--- config.mk ---
export PLATFORM = sky130hd
export DESIGN_NAME = text_renderer
export DESIGN_NICKNAME = d
export VERILOG_FILES = /design/src/text_pkg.sv /design/src/char_buffer.sv /design/src/glyph_pixel.sv /design/src/glyph_rom.sv /design/src/scan_counter.sv /design/src/text_renderer.sv
export SDC_FILE = /design/constraint.sdc
export NUM_CORES = 1
export LEC_CHECK = 0
export BUFFER_PORTS_ARGS = -buffer_cell sky130_fd_sc_hd__buf_2
export CAP_MARGIN = 30
export CORE_UTILIZATION = 25
export DETAILED_ROUTE_END_ITERATION = 10
export MAX_ROUTING_LAYER = met4
export PLACE_DENSITY = 0.35
export SLEW_MARGIN = 20
export SYNTH_ARGS = -nofsm -noshare
export SYNTH_HDL_FRONTEND = slang
export SYNTH_MEMORY_MAX_BITS = 65536
export SYNTH_SLANG_ARGS = --single-unit
--- constraint.sdc ---
create_clock -name clk -period 8.67 [get_ports clk]
set_input_delay 2.1675 -clock clk [delete_from_list [all_inputs] [get_ports clk]]
set_output_delay 2.1675 -clock clk [all_outputs]
set_load 0.05 [all_outputs]
--- src/text_pkg.sv ---
// Text overlay shared definitions
// Font geometry, scan state and the structs passed between
// the three pipeline stages of the line renderer
package text_pkg;

    // Glyph cell size in pixels
    localparam int glyph_w = 6;
    localparam int glyph_h = 6;

    // Character column index width, caps the line at 256 cells
    localparam int col_w = 8;

    // ASCII character code
    typedef logic [7:0] char_t;

    // Stage 1 control state
    typedef enum logic {
        scan_idle = 1'b0,
        scan_run  = 1'b1
    } scan_state_t;

    // Scan position out of stage 1
    typedef struct packed {
        logic             valid;
        logic             last;
        logic [col_w-1:0] col;
        // Pixel column within the glyph
        logic [2:0]       gx;
        // Glyph row
        logic [2:0]       gy;
    } scan_pos_t;

    // Position plus the character found at it, out of stage 2
    typedef struct packed {
        scan_pos_t pos;
        char_t     chr;
    } char_pos_t;

    // Final pixel out of stage 3
    typedef struct packed {
        logic valid;
        logic last;
        logic pix;
    } pix_out_t;

endpackage

--- src/char_buffer.sv ---
// Character buffer, stage 2 of the text renderer
// Host-written line memory of COLS character codes, read at the
// scan column and registered together with the scan position
`timescale 1ns/1ps

module char_buffer #(
    parameter int COLS = 16
) (
    input  logic                       clk,
    input  logic                       rst_l,
    input  logic                       wr_en,
    input  logic [text_pkg::col_w-1:0] wr_addr,
    input  text_pkg::char_t            wr_char,
    input  text_pkg::scan_pos_t        pos,
    output text_pkg::char_pos_t        cpos
);

    // Index width of the line memory
    localparam int addr_w = (COLS > 1) ? $clog2(COLS) : 1;

    text_pkg::char_t mem [COLS];

    logic wr_hit;

    // Drop writes past the end of the line
    assign wr_hit = wr_en && (int'(wr_addr) < COLS);

    // Line memory, cleared to zero which renders blank
    always_ff @(posedge clk or negedge rst_l) begin
        if (!rst_l) begin
            for (int i = 0; i < COLS; i++) begin
                mem[i] <= '0;
            end
        end else if (wr_hit) begin
            mem[wr_addr[addr_w-1:0]] <= wr_char;
        end
    end

    // Character and position move together into stage 3
    always_ff @(posedge clk or negedge rst_l) begin
        if (!rst_l) begin
            cpos <= '0;
        end else begin
            cpos.pos <= pos;
            cpos.chr <= mem[pos.col[addr_w-1:0]];
        end
    end

endmodule

--- src/glyph_pixel.sv ---
// Glyph pixel stage, stage 3 of the text renderer
// Looks up the glyph row of the current character and registers
// the pixel at the current pixel column with its strobes
`timescale 1ns/1ps

module glyph_pixel (
    input  logic                clk,
    input  logic                rst_l,
    input  text_pkg::char_pos_t cpos,
    output text_pkg::pix_out_t  pout
);

    logic [5:0] glyph_row;
    logic [2:0] bit_sel;
    logic       pix_next;

    glyph_rom u_rom (
        .chr (cpos.chr),
        .gy  (cpos.pos.gy),
        .row (glyph_row)
    );

    // Pixel column 0 is the MSB of the row
    assign bit_sel = 3'(text_pkg::glyph_w - 1) - cpos.pos.gx;

    // Idle cycles carry a dark pixel
    assign pix_next = cpos.pos.valid & glyph_row[bit_sel];

    always_ff @(posedge clk or negedge rst_l) begin
        if (!rst_l) begin
            pout <= '0;
        end else begin
            pout.valid <= cpos.pos.valid;
            pout.last  <= cpos.pos.last;
            pout.pix   <= pix_next;
        end
    end

endmodule

--- src/glyph_rom.sv ---
// 6x6 font table
// Maps a character code and a glyph row to six pixel bits, MSB
// leftmost; unsupported codes give an empty row
`timescale 1ns/1ps

module glyph_rom (
    input  text_pkg::char_t chr,
    input  logic [2:0]      gy,
    output logic [5:0]      row
);

    logic [5:0] rows [text_pkg::glyph_h];

    always_comb begin
        case (chr)
            // Period
            8'h2e: rows = '{6'h00, 6'h00, 6'h00, 6'h00, 6'h0c, 6'h0c};
            // Digits
            8'h30: rows = '{6'h1e, 6'h23, 6'h25, 6'h29, 6'h31, 6'h1e};
            8'h31: rows = '{6'h04, 6'h0c, 6'h14, 6'h04, 6'h04, 6'h1f};
            8'h32: rows = '{6'h1e, 6'h21, 6'h01, 6'h1e, 6'h20, 6'h3f};
            8'h33: rows = '{6'h1e, 6'h21, 6'h06, 6'h01, 6'h21, 6'h1e};
            8'h34: rows = '{6'h02, 6'h06, 6'h0a, 6'h12, 6'h3f, 6'h02};
            8'h35: rows = '{6'h3f, 6'h20, 6'h3e, 6'h01, 6'h21, 6'h1e};
            8'h36: rows = '{6'h1e, 6'h20, 6'h3e, 6'h21, 6'h21, 6'h1e};
            8'h37: rows = '{6'h3f, 6'h01, 6'h02, 6'h04, 6'h08, 6'h08};
            8'h38: rows = '{6'h1e, 6'h21, 6'h1e, 6'h21, 6'h21, 6'h1e};
            8'h39: rows = '{6'h1e, 6'h21, 6'h21, 6'h1f, 6'h01, 6'h1e};
            // Colon
            8'h3a: rows = '{6'h00, 6'h08, 6'h00, 6'h00, 6'h08, 6'h00};
            // Letters A to M
            8'h41: rows = '{6'h1e, 6'h21, 6'h21, 6'h3f, 6'h21, 6'h21};
            8'h42: rows = '{6'h3e, 6'h21, 6'h3e, 6'h21, 6'h21, 6'h3e};
            8'h43: rows = '{6'h1e, 6'h21, 6'h20, 6'h20, 6'h21, 6'h1e};
            8'h44: rows = '{6'h3c, 6'h22, 6'h21, 6'h21, 6'h22, 6'h3c};
            8'h45: rows = '{6'h3f, 6'h20, 6'h3c, 6'h20, 6'h20, 6'h3f};
            8'h46: rows = '{6'h3f, 6'h20, 6'h3e, 6'h20, 6'h20, 6'h20};
            8'h47: rows = '{6'h1e, 6'h21, 6'h20, 6'h27, 6'h21, 6'h1e};
            8'h48: rows = '{6'h21, 6'h21, 6'h3f, 6'h21, 6'h21, 6'h21};
            8'h49: rows = '{6'h0e, 6'h04, 6'h04, 6'h04, 6'h04, 6'h0e};
            8'h4a: rows = '{6'h07, 6'h02, 6'h02, 6'h22, 6'h22, 6'h1c};
            8'h4b: rows = '{6'h22, 6'h24, 6'h38, 6'h24, 6'h22, 6'h21};
            8'h4c: rows = '{6'h20, 6'h20, 6'h20, 6'h20, 6'h20, 6'h3f};
            8'h4d: rows = '{6'h21, 6'h33, 6'h2d, 6'h21, 6'h21, 6'h21};
            // Letters N to Z
            8'h4e: rows = '{6'h21, 6'h31, 6'h29, 6'h25, 6'h23, 6'h21};
            8'h4f: rows = '{6'h1e, 6'h21, 6'h21, 6'h21, 6'h21, 6'h1e};
            8'h50: rows = '{6'h3e, 6'h21, 6'h21, 6'h3e, 6'h20, 6'h20};
            8'h51: rows = '{6'h1e, 6'h21, 6'h21, 6'h25, 6'h23, 6'h1e};
            8'h52: rows = '{6'h3e, 6'h21, 6'h21, 6'h3e, 6'h22, 6'h21};
            8'h53: rows = '{6'h1f, 6'h20, 6'h1e, 6'h01, 6'h01, 6'h3e};
            8'h54: rows = '{6'h3e, 6'h08, 6'h08, 6'h08, 6'h08, 6'h08};
            8'h55: rows = '{6'h21, 6'h21, 6'h21, 6'h21, 6'h21, 6'h1e};
            8'h56: rows = '{6'h21, 6'h21, 6'h21, 6'h21, 6'h12, 6'h0c};
            8'h57: rows = '{6'h21, 6'h21, 6'h21, 6'h21, 6'h2d, 6'h12};
            8'h58: rows = '{6'h21, 6'h12, 6'h0c, 6'h0c, 6'h12, 6'h21};
            8'h59: rows = '{6'h22, 6'h14, 6'h08, 6'h08, 6'h08, 6'h08};
            8'h5a: rows = '{6'h3f, 6'h02, 6'h04, 6'h08, 6'h10, 6'h3f};
            // Blank cell for anything else
            default: rows = '{default: 6'h00};
        endcase
    end

    // Only the requested row leaves the table
    always_comb begin
        if (int'(gy) < text_pkg::glyph_h) begin
            row = rows[gy];
        end else begin
            row = '0;
        end
    end

endmodule

--- src/scan_counter.sv ---
// Scan counter, stage 1 of the text renderer
// Walks glyph row, character column and pixel column in raster
// order after a start pulse, one position per clock
`timescale 1ns/1ps

module scan_counter #(
    parameter int COLS = 16
) (
    input  logic                clk,
    input  logic                rst_l,
    input  logic                start,
    output logic                busy,
    output text_pkg::scan_pos_t pos
);

    text_pkg::scan_state_t      state;
    logic [2:0]                 gx;
    logic [text_pkg::col_w-1:0] col;
    logic [2:0]                 gy;

    logic gx_end;
    logic col_end;
    logic gy_end;
    logic frame_end;

    // Limits of the three nested counters
    assign gx_end  = (gx == 3'(text_pkg::glyph_w - 1));
    assign col_end = (col == text_pkg::col_w'(COLS - 1));
    assign gy_end  = (gy == 3'(text_pkg::glyph_h - 1));

    // Final position of the frame
    assign frame_end = (state == text_pkg::scan_run) && gx_end && col_end && gy_end;

    always_ff @(posedge clk or negedge rst_l) begin
        if (!rst_l) begin
            state <= text_pkg::scan_idle;
            gx    <= '0;
            col   <= '0;
            gy    <= '0;
        end else begin
            case (state)
                text_pkg::scan_idle: begin
                    // Counters already sit at zero here
                    if (start) begin
                        state <= text_pkg::scan_run;
                    end
                end
                text_pkg::scan_run: begin
                    // Start is ignored while running
                    if (frame_end) begin
                        state <= text_pkg::scan_idle;
                    end
                    // Pixel column carries into character column,
                    // which carries into glyph row; all wrap to zero
                    if (gx_end) begin
                        gx <= '0;
                        if (col_end) begin
                            col <= '0;
                            if (gy_end) begin
                                gy <= '0;
                            end else begin
                                gy <= gy + 3'd1;
                            end
                        end else begin
                            col <= col + 1'b1;
                        end
                    end else begin
                        gx <= gx + 3'd1;
                    end
                end
                default: state <= text_pkg::scan_idle;
            endcase
        end
    end

    assign busy = (state == text_pkg::scan_run);

    // Position is valid for every running cycle
    always_comb begin
        pos.valid = busy;
        pos.last  = frame_end;
        pos.col   = col;
        pos.gx    = gx;
        pos.gy    = gy;
    end

endmodule

--- src/text_renderer.sv ---
// Text line renderer
// Turns a host-written line of characters into a serial stream of
// monochrome pixels through a three-stage pipeline:
// scan position, character fetch, glyph pixel
`timescale 1ns/1ps

module text_renderer #(
    parameter int COLS = 16
) (
    input  logic                       clk,
    input  logic                       rst_l,
    input  logic                       wr_en,
    input  logic [text_pkg::col_w-1:0] wr_addr,
    input  text_pkg::char_t            wr_char,
    input  logic                       start,
    output logic                       busy,
    output logic                       pix_valid,
    output logic                       pix,
    output logic                       pix_last
);

    text_pkg::scan_pos_t pos;
    text_pkg::char_pos_t cpos;
    text_pkg::pix_out_t  pout;

    scan_counter #(
        .COLS (COLS)
    ) u_scan (
        .clk   (clk),
        .rst_l (rst_l),
        .start (start),
        .busy  (busy),
        .pos   (pos)
    );

    char_buffer #(
        .COLS (COLS)
    ) u_buf (
        .clk     (clk),
        .rst_l   (rst_l),
        .wr_en   (wr_en),
        .wr_addr (wr_addr),
        .wr_char (wr_char),
        .pos     (pos),
        .cpos    (cpos)
    );

    glyph_pixel u_pix (
        .clk   (clk),
        .rst_l (rst_l),
        .cpos  (cpos),
        .pout  (pout)
    );

    // Pixel stream outputs
    assign pix_valid = pout.valid;
    assign pix       = pout.pix;
    assign pix_last  = pout.last;

endmodule

# Yosys cells after proc, flatten, opt, wreduce, memory -nomap -nowiden
# Memories as Yosys holds them, arrays and structs flattened.
# Cells that the tools add are included.
dict set report totals {
  regBits 162
  latchBits 0
  ram_bits 0
  mem_bits_ro 4608
  out_inout_bits 4
  memories 1
}
# memory words word_bits rd rd_clocked_by_memory_dff wr line_no
set mem_list {}
lappend mem_list {{(name not given)} 128 36 1 0 0 glyph_rom.sv:15} ;# case (chr)
dict set report op_classes {
  n_addsub 4
  n_mul 0
  div_mod_pow 0
  order_cmp 7
  n_eq_ne 3
  shift 0
  muxes 19
  bitwise_logic 5
  reduce_logical 7
}
# op n
set op_table {}
lappend op_table {{$bwmux W128} 1}
lappend op_table {{$mux W36} 1}
lappend op_table {{$bmux W8 S4} 1}
lappend op_table {{$demux W8 S4} 1}
lappend op_table {{$mux W8} 4}
lappend op_table {{$bmux W6 S3} 1}
lappend op_table {{$mux W6} 3}
lappend op_table {{$ge A5 B5 Y1 const B} 2}
lappend op_table {{$not A4 Y5} 2}
lappend op_table {{$add A8 B1 Y8 const B} 1}
lappend op_table {{$eq A8 B4 Y1 const B} 1}
lappend op_table {{$lt A8 B5 Y1 const B} 1}
lappend op_table {{$add A3 B1 Y3 const B} 2}
lappend op_table {{$eq A3 B3 Y1 const B} 2}
lappend op_table {{$mux W3} 2}
lappend op_table {{$logic_and A1 B1 Y1} 5}
lappend op_table {{$lt A5 B1 Y1 const B} 1}
lappend op_table {{$ge A4 B4 Y1 const B} 1}
lappend op_table {{$lt A3 B4 Y1 const B} 1}
lappend op_table {{$not A3 Y4} 1}
lappend op_table {{$bmux W1 S3} 1}
lappend op_table {{$lt A3 B3 Y1 const B} 1}
lappend op_table {{$mux W1} 3}
lappend op_table {{$reduce_and A3 Y1} 1}
lappend op_table {{other kinds (5)} 5}

# Depth between registers and ports, before layout
# Gate-level depths: netlist of the first run.
# An unclocked memory read counts as a cell.
dict set report depth {
  ltp_word 9
  depth_mapped 11
  ltp_nobuf 9
}

# By module
# A second synthesis of the first run with hierarchy kept.
dict set report hier_totals {
  hier_cells 821
  area_unflattened_um2 9676.8
}
# module instances cells_each area_each_um2 seq_area_each_um2
set modules_own_cells {}
lappend modules_own_cells {char_buffer 1 391 6640.1 3803.6}
lappend modules_own_cells {glyph_rom 1 353 2158.3 0.0}
lappend modules_own_cells {scan_counter 1 65 742.0 375.4}
lappend modules_own_cells {glyph_pixel 1 12 136.4 75.1}

# Least setup slack after synthesis of the first run
# Ideal clock, no wire load.
dict set report synth_timing {
  kind {input port to flip-flop}
  startpoint {input wr_addr[6] (netlist bit)}
  endpoint {register u_buf.mem[0] (netlist bit)}
  setup_time_ns 0.125
  arrival_ns 3.630
  path_slack_ns 4.915
  cell_stages 6
  cell_sequence {nand2b_1 -> nor4_1 -> and3_1 -> and3_1 -> clkbuf_1 -> mux2_2}
}
dict set report synth_between {
  elab_chain_cells 2
}
# element line_no
set synth_lines {}
lappend synth_lines {{start, declared} text_renderer.sv:13} ;# input logic [text_pkg::col_w-1:0] wr_addr,
lappend synth_lines {{$lt A8 B5 Y1} char_buffer.sv:26} ;# assign wr_hit = wr_en && (int'(wr_addr) < COLS);
lappend synth_lines {{$logic_and A1 B1 Y1} char_buffer.sv:26}
lappend synth_lines {{end signal, assigned by index} char_buffer.sv:35} ;# mem[wr_addr[addr_w-1:0]] <= wr_char;
lappend synth_lines {{end, declared} char_buffer.sv:21} ;# text_pkg::char_t mem [COLS];
# No other way between the ends.
# A chain may end at the register's enable or synchronous reset.

# Worst setup path in the final report of the first run
dict set report layout_timing {
  startpoint {register, netlist name u_buf.cpos[1]}
  endpoint {register, netlist name u_pix.pout[0]}
}
dict set report layout_between {
  elab_chain_cells 9
}
# element line_no
set layout_lines {}
lappend layout_lines {{$mem_v2 Z128 W36} -}
lappend layout_lines {{$mux W36} glyph_rom.sv:15}
lappend layout_lines {{$bmux W6 S3} glyph_rom.sv:67} ;# row = rows[gy];
lappend layout_lines {{$mux W6 (implied by the code) (2 in series)} glyph_rom.sv:67}
lappend layout_lines {{$mux W6} glyph_rom.sv:66} ;# if (int'(gy) < text_pkg::glyph_h) begin
lappend layout_lines {{$bmux W1 S3} glyph_pixel.sv:27} ;# assign pix_next = cpos.pos.valid & glyph_row[bit_sel];
lappend layout_lines {{$mux W1 (implied by the code)} glyph_pixel.sv:27}
lappend layout_lines {{$and A1 B1 Y1} glyph_pixel.sv:27}
lappend layout_lines {{named net u_pix.pix_next} glyph_pixel.sv:15} ;# logic pix_next;
# The timed path passes the listed nets, and every way through them passes these cells. The select of a mux whose other input is x is not followed.

==> results_dict.tcl, run 1 <==
set metrics [dict create \
    outcome "finished, final reports clean" \
    cts_hold_buf 0 \
    synthMuxAreaShare 0.2681 \
    ys.flop_type "dfrtp_1" \
    fin_crit_ps 4069 \
    die_area_um2 37640 \
    slew-limit-headroom 0.3212 \
    power.density_nw_per_um2 227.2 \
    globalRouteOverflowTotal 0 \
    hold_class "flip-flop to flip-flop" \
    ios 24 \
    antenna_found_initial 0 \
    hpwl_mm 19.26 \
    finalWirelength_mm 28.91 \
    rsz0062_at_grt "false" \
    cp-end-kind "flip-flop" \
    ys_seq_area_frac 0.4399 \
    fin_tns_setup_ps 0 \
    grtUsageTotal 0.1631 \
    yosys_warnings 0 \
    topRoutingLayerUsed "met4" \
    path_max_fanout 17 \
    fin_total_pwr_mw 2.350 \
    synth_cell_types 75 \
    grt_max_degree 103 \
    wl_met1_mm 13.11 \
    cts_buffers 17 \
    synth_xor_area_frac 0.007602 \
    post_cts_buffers 0 \
    critPathLaunchType "flip-flop" \
    cts_buffer_depth 2 \
    synth-seq-cells 162 \
    clock.fmax_mhz 245.8 \
    cts.htree.levels 4 \
    grt_pass1_vias 6979 \
    setup_viol 0 \
    first_pass_iters 6 \
    cts_sinks 162 \
    fp.dieH_um 194.0 \
    synth_top_family_by_area "multiplexers" \
    yosys.area_share.simple 0.1097 \
    routed-via-count 6783 \
    yosys.area_share.adder 0.01222 \
    crit_type "flip-flop to flip-flop" \
    fin_skew_ps 5.297 \
    die_w_um 194.0 \
    fin_crit_sh 0.4693 \
    stdcell_area_um2 10340 \
    syn_area_um2 9216 \
    synth_cells 794 \
    drc 0 \
    total_leakage_power_nw 4.472 \
    ant_nets 0 \
    io_buffers 23 \
    cts_tree "built" \
    synth_compound_area_frac 0.1248 \
    placed_cell_area_um2 9694 \
    route.met3.wl_mm 1.165 \
    clk_latency_ps 430 \
    core_um2 35910 \
    grt_pass1_wl_mm 45.33 \
    synth.net_count 823 \
    drv_cap 0 \
    cp.required_ps 9030 \
    initial_core_util 0.2566 \
    synth_edf_count 0 \
    irDropWorstVdd_v 0.0001314 \
    wl_met2_mm 13.97 \
    wl_per_cell_um 23.09 \
    avgViaCountPerCell 5.418 \
    finalHoldViolCount 0 \
    cts-root-buf "clkbuf_16" \
    nNetsFinal 807 \
    drt_iter0_markers 526 \
    layout-drive-gt1-share 0.3173 \
    n_antenna_cell 0 \
    rows 69 \
    cts.clk_slew.worst_paths_ps 60 \
    syn_area_per_cell_um2 11.61 \
    place_congestion 0.9397 \
    area_delta_synth_final_pct 12.21 \
    ys_async_sr_fraction 1.000 \
    worst_slew_pin_slew_ps 1016 \
    cts_resized 0 \
    final-max-slew-violation-count 0 \
    crit_arrival_ps 4430 \
]
==> routing by layer <==
layer  global-route usage  up-vias
met5                    -        -
met4              0.05173        0
met3              0.02035       46
met2               0.2631      233
met1               0.2127     3519
li1                     -     2985
==> Yosys cell counts (3+ instances only) <==
library cell	number	area share
xnor2_1	3	0.0029
a21oi_1	29	0.016
nor2_1	33	0.013
nor3b_1	7	0.0057
a221oi_1	4	0.0038
a211oi_1	9	0.0073
inv_1	10	0.0041
dfrtp_1	162	0.44
nand3_1	15	0.0081
o311ai_0	4	0.0038
o211ai_1	12	0.0098
nand2b_1	13	0.0088
xor2_1	5	0.0048
nor3_1	13	0.0071
a2111oi_0	7	0.0067
and2_1	4	0.0027
a311oi_1	3	0.0029
buf_2	20	0.011
mux4_2	42	0.10
a221o_1	4	0.0043
ha_1	9	0.012
a21o_1	7	0.0057
o41ai_1	3	0.0029
o311a_1	3	0.0033
nor4_1	4	0.0027
a31oi_1	9	0.0061
or3_1	3	0.0020
o21a_1	3	0.0024
nand2_1	51	0.021
o221ai_1	4	0.0038
nor2b_1	18	0.012
buf_1	5	0.0020
nand4_1	11	0.0075
o21ai_0	30	0.016
clkbuf_1	44	0.018
o31a_1	3	0.0029
nand3b_1	4	0.0033
mux2i_1	5	0.0054
mux2_2	131	0.16
and3_1	3	0.0020
==> cells in the final DEF, fill, tap and decap left out, drive strengths merged, types with 17 or more instances in the layout <==
| cell | netlist | final |
|---|---|---|
| dfrtp | 162 | 162 |
| mux2 | 131 | 131 |
| nand2 | 51 | 51 |
| mux4 | 42 | 42 |
| buf | 27 | 36 |
| nor2 | 33 | 33 |
| o21ai | 30 | 30 |
| a21oi | 29 | 29 |
| nor2b | 18 | 18 |
| clkbuf | 44 | 17 |
==> through the flow <==
step                      std cells    util  hold slack [ps]  setup slack (ps)
after floorplan                 794       -            331.2              4915
after global placement         1218  0.2699            335.7              4347
after detailed placement       1218  0.2699            348.3              4333
after CTS                      1250  0.2868            363.2              4667
after global routing           1252  0.2879            376.1              4443
final                          1252  0.2879            355.6              4601
==> logic make-up after synthesis <==
logic type               after synthesis
AND/OR/NAND/NOR                      193
multiplexers                         178
AO/OA/AOI/OAI                        162
flip-flops                           162
buffers and inverters                 82
adder cells (fa/ha/maj)                9
XOR/XNOR                               8
==> power by group <==
group,total [mW],leakage [nW],internal (mW),switching [mW]
registers,0.879,2.20,0.811,0.0680
logic,0.694,1.97,0.268,0.426
clock network,0.777,0.294,0.456,0.320
total,2.35,4.47,1.54,0.814
==> sequential cells by signal, indices dropped and copies added, names as in the netlist <==
name	cells
u_scan.busy	1
u_scan.gx	3
u_scan.col	8
u_scan.gy	3
u_buf.cpos	16
u_buf.mem	128
u_pix.pout	3
==> worst max-delay path: stages, from the launching register on <==
cell and delay (ps):
dfrtp_1 760, inv_1 320, ha_1 840, nand2b_1 490, a21oi_1 130, o311a_1 350, or4_1 580, a221oi_2 310
o311a_1 200
==> final cells by class <==
class	count	area (um2)
fill	3651	25570
multi-input combinational	550	4820
sequential	162	4058
tap	461	576.8
clock buffer	17	425.4
timing repair buffer	36	239.0
clock inverter	15	181.4
inverter	11	41.29
==> final timing paths <==
path | from | end | slack (ps) | depth (start not counted)
max | u_buf.cpos[1] | u_pix.pout[0] | 4600 | 8
min | u_buf.cpos[22] | u_pix.pout[1] | 360 | 0
max reg2reg | u_buf.cpos[1] | u_pix.pout[0] | 4600 | 8
min reg2reg | u_buf.cpos[22] | u_pix.pout[1] | 360 | 0
max in group asynchronous | rst_l | u_scan.col[0] | 5460 | 3
min in group asynchronous | rst_l | u_buf.mem[12] | 1680 | 1
(Power assumes the default switching activity.)
==> run 2: changes to the inputs <==
==> constraint.sdc (replaced) <==
create_clock -name clk -period 4 [get_ports clk]
set_input_delay 1 -clock clk [delete_from_list [all_inputs] [get_ports clk]]
set_output_delay 1 -clock clk [all_outputs]
set_load 0.05 [all_outputs]
==> results_dict.tcl, run 2 (synthesis gave the netlist of run 1 again) <==
set metrics [dict create \
    p_comb_frac 0.293 \
    rr_worst_depth 9 \
    grtUsageTotal 0.1728 \
    pwr-share-seq 0.372 \
    path_max_fanout 13 \
    cts-root-buf "clkbuf_16" \
    largest_reg_flops 128 \
    io_buffers 23 \
    fin_crit_ps 3554 \
    wl_per_cell_um 24.12 \
    ant_nets 0 \
    cts_buffer_depth 2 \
    cts_hold_buf 0 \
    die_area_um2 37640 \
    critPathLaunchType "flip-flop" \
    worst-path-stages 9 \
    r2r_slack_ps 450 \
    layout-drive-gt1-share 0.3350 \
    final_cell_mix "159 x dfrtp_1, 131 x mux2_2, 51 x nand2_1, 42 x mux4_2, 38 x buf_4" \
    clkPwrFrac 0.335 \
    cts_tree "built" \
    first_pass_iters 6 \
    regMostFlops "u_buf.mem" \
    cts_resized 0 \
    crit_slowest_cell "ha_1" \
    final-max-slew-violation-count 0 \
    critPathLaunch "u_buf.cpos[1]" \
    placed_cell_area_um2 9917 \
    fp.dieH_um 194.0 \
    globalRouteOverflowTotal 0 \
    worstHoldStart "u_buf.cpos[22]" \
    cts.clk_slew.worst_paths_ps 60 \
    cts.htree.levels 4 \
    timing.critical_path.buf_inv 1 \
    nNetsFinal 834 \
    setup_viol 0 \
    die_w_um 194.0 \
    cp-end-kind "flip-flop" \
    fin_skew_ps 7.375 \
    worstSetupEndpoint "u_pix.pout[0]" \
    antenna_found_initial 0 \
    avgViaCountPerCell 5.407 \
    grt_max_degree 89 \
    total_leakage_power_nw 4.613 \
    worst_slew_pin_slew_ps 954.5 \
    crit_family "simple AND/OR/NAND/NOR gates" \
    finalHoldViolCount 0 \
    cts_buffers 17 \
    rsz0062_at_grt "false" \
    crit_arrival_ps 3920 \
    final.fill_count 3677 \
    drv_cap 0 \
    clk_latency_ps 430 \
    post_cts_buffers 0 \
    rr_startpoint "u_buf.cpos[1]" \
    power.density_nw_per_um2 502.2 \
    cts_sinks 162 \
    timing.rr.end "u_pix.pout[0]" \
    reg.largest.list "u_buf.mem x128, u_buf.cpos x16, u_scan.col x8" \
    ios 24 \
    place_congestion 0.9942 \
    rows 69 \
    stdcell_area_um2 10560 \
    final_common_cell "dfrtp_1" \
    drt_iter0_markers 539 \
    internal_power_mw 3.503 \
    swShare 0.3395 \
    area_delta_synth_final_pct 14.61 \
    hpwl_mm 21.52 \
    fin_crit_sh 0.8886 \
    path_cells "inv_1, ha_1, nand2b_4, a311oi_1, a2111oi_0, or4_1, or4_1, a221oi_2, o311a_1" \
    p_sw_mw 1.801 \
    routed-via-count 6915 \
    clock.fmax_mhz 281.3 \
    drc 0 \
    outcome "finished, final reports clean" \
    initial_core_util 0.2566 \
    grt_pass1_vias 7206 \
    crit_type "flip-flop to flip-flop" \
    cpPeakStageDelay_ps 570 \
    hold_class "flip-flop to flip-flop" \
    cp_common_cell "or4_1" \
    slew-limit-headroom 0.3637 \
    fin_tns_setup_ps 0 \
    grt_pass1_wl_mm 47.01 \
    n_antenna_cell 0 \
    core_um2 35910 \
    cp.required_ps 4360 \
    irDropWorstVdd_v 0.0002939 \
    finalWirelength_mm 30.85 \
    fin_total_pwr_mw 5.304 \
]
==> run 2: cell types whose count changed in the layout (fill, tap and decap cells not counted), moves of 2 or more <==
cell / previous run / this run
bufinv_16: 3 / 5
buf_4: 12 / 38
clkinv_2: 3 / 1
clkinv_4: 3 / 0
clkbuf_1: 0 / 3
==> run 2: power by group through the flow <==
stage	Combinational (mW)	Clock (mW)	Sequential, mW
5_1_grt	1.66	1.90	1.99
3_3_place_gp	1.57	0	2.00
4_1_cts	1.54	1.83	1.98
2_1_floorplan	1.09	0	1.86
3_5_place_dp	1.53	0	2.01
6_report	1.55	1.78	1.97
==> run 2: worst min path at each step <==
stage          cells past startpoint            end  slack [ps]
2_1_floorplan                      0  u_pix.pout[1]         330
3_3_place_gp                       0  u_pix.pout[1]         330
3_5_place_dp                       0  u_pix.pout[1]         340
4_1_cts                            0  u_pix.pout[1]         350
5_1_grt                            0  u_pix.pout[1]         350
6_report                           0  u_pix.pout[1]         350
==> run 2: worst register-to-register path: cells and delay by family, from the launching register on <==
family                   cells  cell delay [ps]
flip-flops                   1              540
AND/OR/NAND/NOR              3             1170
buffers and inverters        1              240
AO/OA/AOI/OAI                4              970
adder cells (fa/ha/maj)      1              570
==> run 2: metrics by stage <==
step                      utilization  hold slack, ps  std cells  setup slack (ps)
after floorplan                     -           331.2        794             885.5
after global placement         0.2761           332.5       1246             566.8
after detailed placement       0.2761           335.8       1246             536.6
after CTS                      0.2940           351.0       1278             489.2
after global routing           0.2941           354.4       1279             250.6
final                          0.2941           348.6       1279             445.6
==> run 2: cell type report <==
cell class / count / area [um2] / area share
tap: 461 / 576.8 / 0.05461
timing repair buffer: 63 / 431.7 / 0.04087
multi-input combinational: 550 / 4815 / 0.4558
sequential: 162 / 4058 / 0.3842
clock inverter: 12 / 203.9 / 0.01931
inverter: 11 / 41.29 / 0.003909
clock buffer: 20 / 436.7 / 0.04134
==> run 2: per-layer routing <==
layer	vias to the layer above	track usage	wire length, um
met5	-	-	0
met4	0	0.06849	944
met3	57	0.02679	1461
met2	254	0.2727	14840
met1	3568	0.2220	13600
li1	3036	-	-
==> run 3: changes to the inputs <==
--- a/config.mk
+++ b/config.mk
@@ -5,12 +5,12 @@
 export SDC_FILE = /design/constraint.sdc
 export NUM_CORES = 1
 export LEC_CHECK = 0
-export BUFFER_PORTS_ARGS = -buffer_cell sky130_fd_sc_hd__buf_2
 export CAP_MARGIN = 30
 export CORE_UTILIZATION = 25
 export DETAILED_ROUTE_END_ITERATION = 10
+export DONT_BUFFER_PORTS = 1
 export MAX_ROUTING_LAYER = met4
-export PLACE_DENSITY = 0.35
+export PLACE_DENSITY = 0.34
 export SLEW_MARGIN = 20
 export SYNTH_ARGS = -nofsm -noshare
 export SYNTH_HDL_FRONTEND = slang
==> results_dict.tcl, run 3 (synthesis gave the netlist of run 1 again) <==
set metrics [dict create \
    io_buffers 0 \
    grt_pass1_wl_mm 46.94 \
    hpwl_mm 20.78 \
    post_cts_buffers 0 \
    clk_latency_ps 420 \
    clock.fmax_mhz 290.0 \
    ant_nets 0 \
    slew-limit-headroom 0.4451 \
    cp.required_ps 4360 \
    setup_viol 0 \
    dp_cells 1216 \
    initial_core_util 0.2566 \
    fin_skew_ps 10.39 \
    nNetsFinal 803 \
    crit_arrival_ps 3810 \
    grt_pass1_vias 6995 \
    final-max-slew-violation-count 0 \
    cts_tree "built" \
    first_pass_iters 5 \
    drc 0 \
    drv_cap 0 \
    rows 69 \
    total_leakage_power_nw 4.474 \
    hold_class "input pin to asynchronous set/reset pin" \
    area_delta_synth_final_pct 12.27 \
    critPathLaunchType "flip-flop" \
    finalHoldViolCount 0 \
    final_common_cell "dfrtp_1" \
    fin_ws_ps 552.0 \
    die_w_um 194.0 \
    seq_area_um2 4058 \
    layout-drive-gt1-share 0.3092 \
    power.density_nw_per_um2 494.2 \
    wl_per_cell_um 24.77 \
    irDropWorstVdd_v 0.0002940 \
    grtUsageTotal 0.1734 \
    cts_buffers 17 \
    rsz0062_at_grt "false" \
    dp_slack_ps 657.4 \
    routed-via-count 6874 \
    cts_sinks 162 \
    cts-root-buf "clkbuf_16" \
    largest_reg_flops 128 \
    n_antenna_cell 0 \
    multi_input_comb_area_um2 4815 \
    cts_buffer_depth 2 \
    fin_util 0.2881 \
    finalWirelength_mm 30.89 \
    whs_ps 271.3 \
    final_cell_mix "159 x dfrtp_1, 131 x mux2_2, 51 x nand2_1, 42 x mux4_2, 33 x nor2_1" \
    fin_crit_ps 3448 \
    die_area_um2 37640 \
    cts.clk_slew.worst_paths_ps 70 \
    outcome "finished, final reports clean" \
    place_congestion 0.9298 \
    fp.dieH_um 194.0 \
    cts_resized 0 \
    globalRouteOverflowTotal 0 \
    fin_tns_setup_ps 0 \
    fin_cells 1247 \
    antenna_found_initial 0 \
    path_max_fanout 13 \
    crit_type "flip-flop to flip-flop" \
    final.fill_count 3677 \
    cts.htree.levels 4 \
    worst_slew_pin_slew_ps 832.4 \
    ios 24 \
    drt_iter0_markers 560 \
    grt_max_degree 163 \
    core_um2 35910 \
    reg.largest.list "u_buf.mem x128, u_buf.cpos x16, u_scan.col x8" \
    regMostFlops "u_buf.mem" \
    cts_hold_buf 0 \
    fin_crit_sh 0.8620 \
    avgViaCountPerCell 5.512 \
    cp-end-kind "flip-flop" \
]
## run 3: stage by stage
step | instance area [um2] | power [mW]
after floorplan | 9216 | 2.955
after global placement | 9743 | 3.486
after detailed placement | 9743 | 3.463
after CTS | 10350 | 5.161
after global routing | 10350 | 5.367
final | 10350 | 5.114
## run 3: where the power goes
part | total [mW] | internal, mW | switching [mW]
clock | 1.67 | 1.03 | 0.642
combinational | 1.49 | 0.621 | 0.864
sequential | 1.96 | 1.76 | 0.199
## run 3: worst paths after layout
check                                from            end  slack, ps  cells after the start
setup / recovery            u_buf.cpos[1]  u_pix.pout[0]        550                      9
hold / removal                      rst_l  u_scan.col[5]        270                      0
setup reg to reg            u_buf.cpos[1]  u_pix.pout[0]        550                      9
hold reg to reg            u_buf.cpos[22]  u_pix.pout[1]        360                      0
max in group asynchronous           rst_l  u_buf.mem[61]       3510                      0
min in group clk           u_buf.cpos[22]  u_pix.pout[1]        360                      0
## run 3: final cells by class
class                      count  area share
clock inverter                 9     0.01258
inverter                      11    0.003990
clock buffer                  22     0.04583
sequential                   162      0.3921
tap                          461     0.05574
timing repair buffer          32     0.02443
multi-input combinational    550      0.4653
## run 3: per-layer routing
layer	wire, um	track usage
met5	0	-
met4	680	0.05320
met3	1371	0.02627
met2	15280	0.2838
met1	13550	0.2204
## run 3: worst max-delay path: stages (launching register included)
cell and delay [ps]:
dfrtp_1 590, inv_1 210, ha_1 400, nor3b_1 230, a311oi_1 270, a2111oi_0 100
or4_1 500, or4_1 600, a221oi_2 280, o311a_1 190
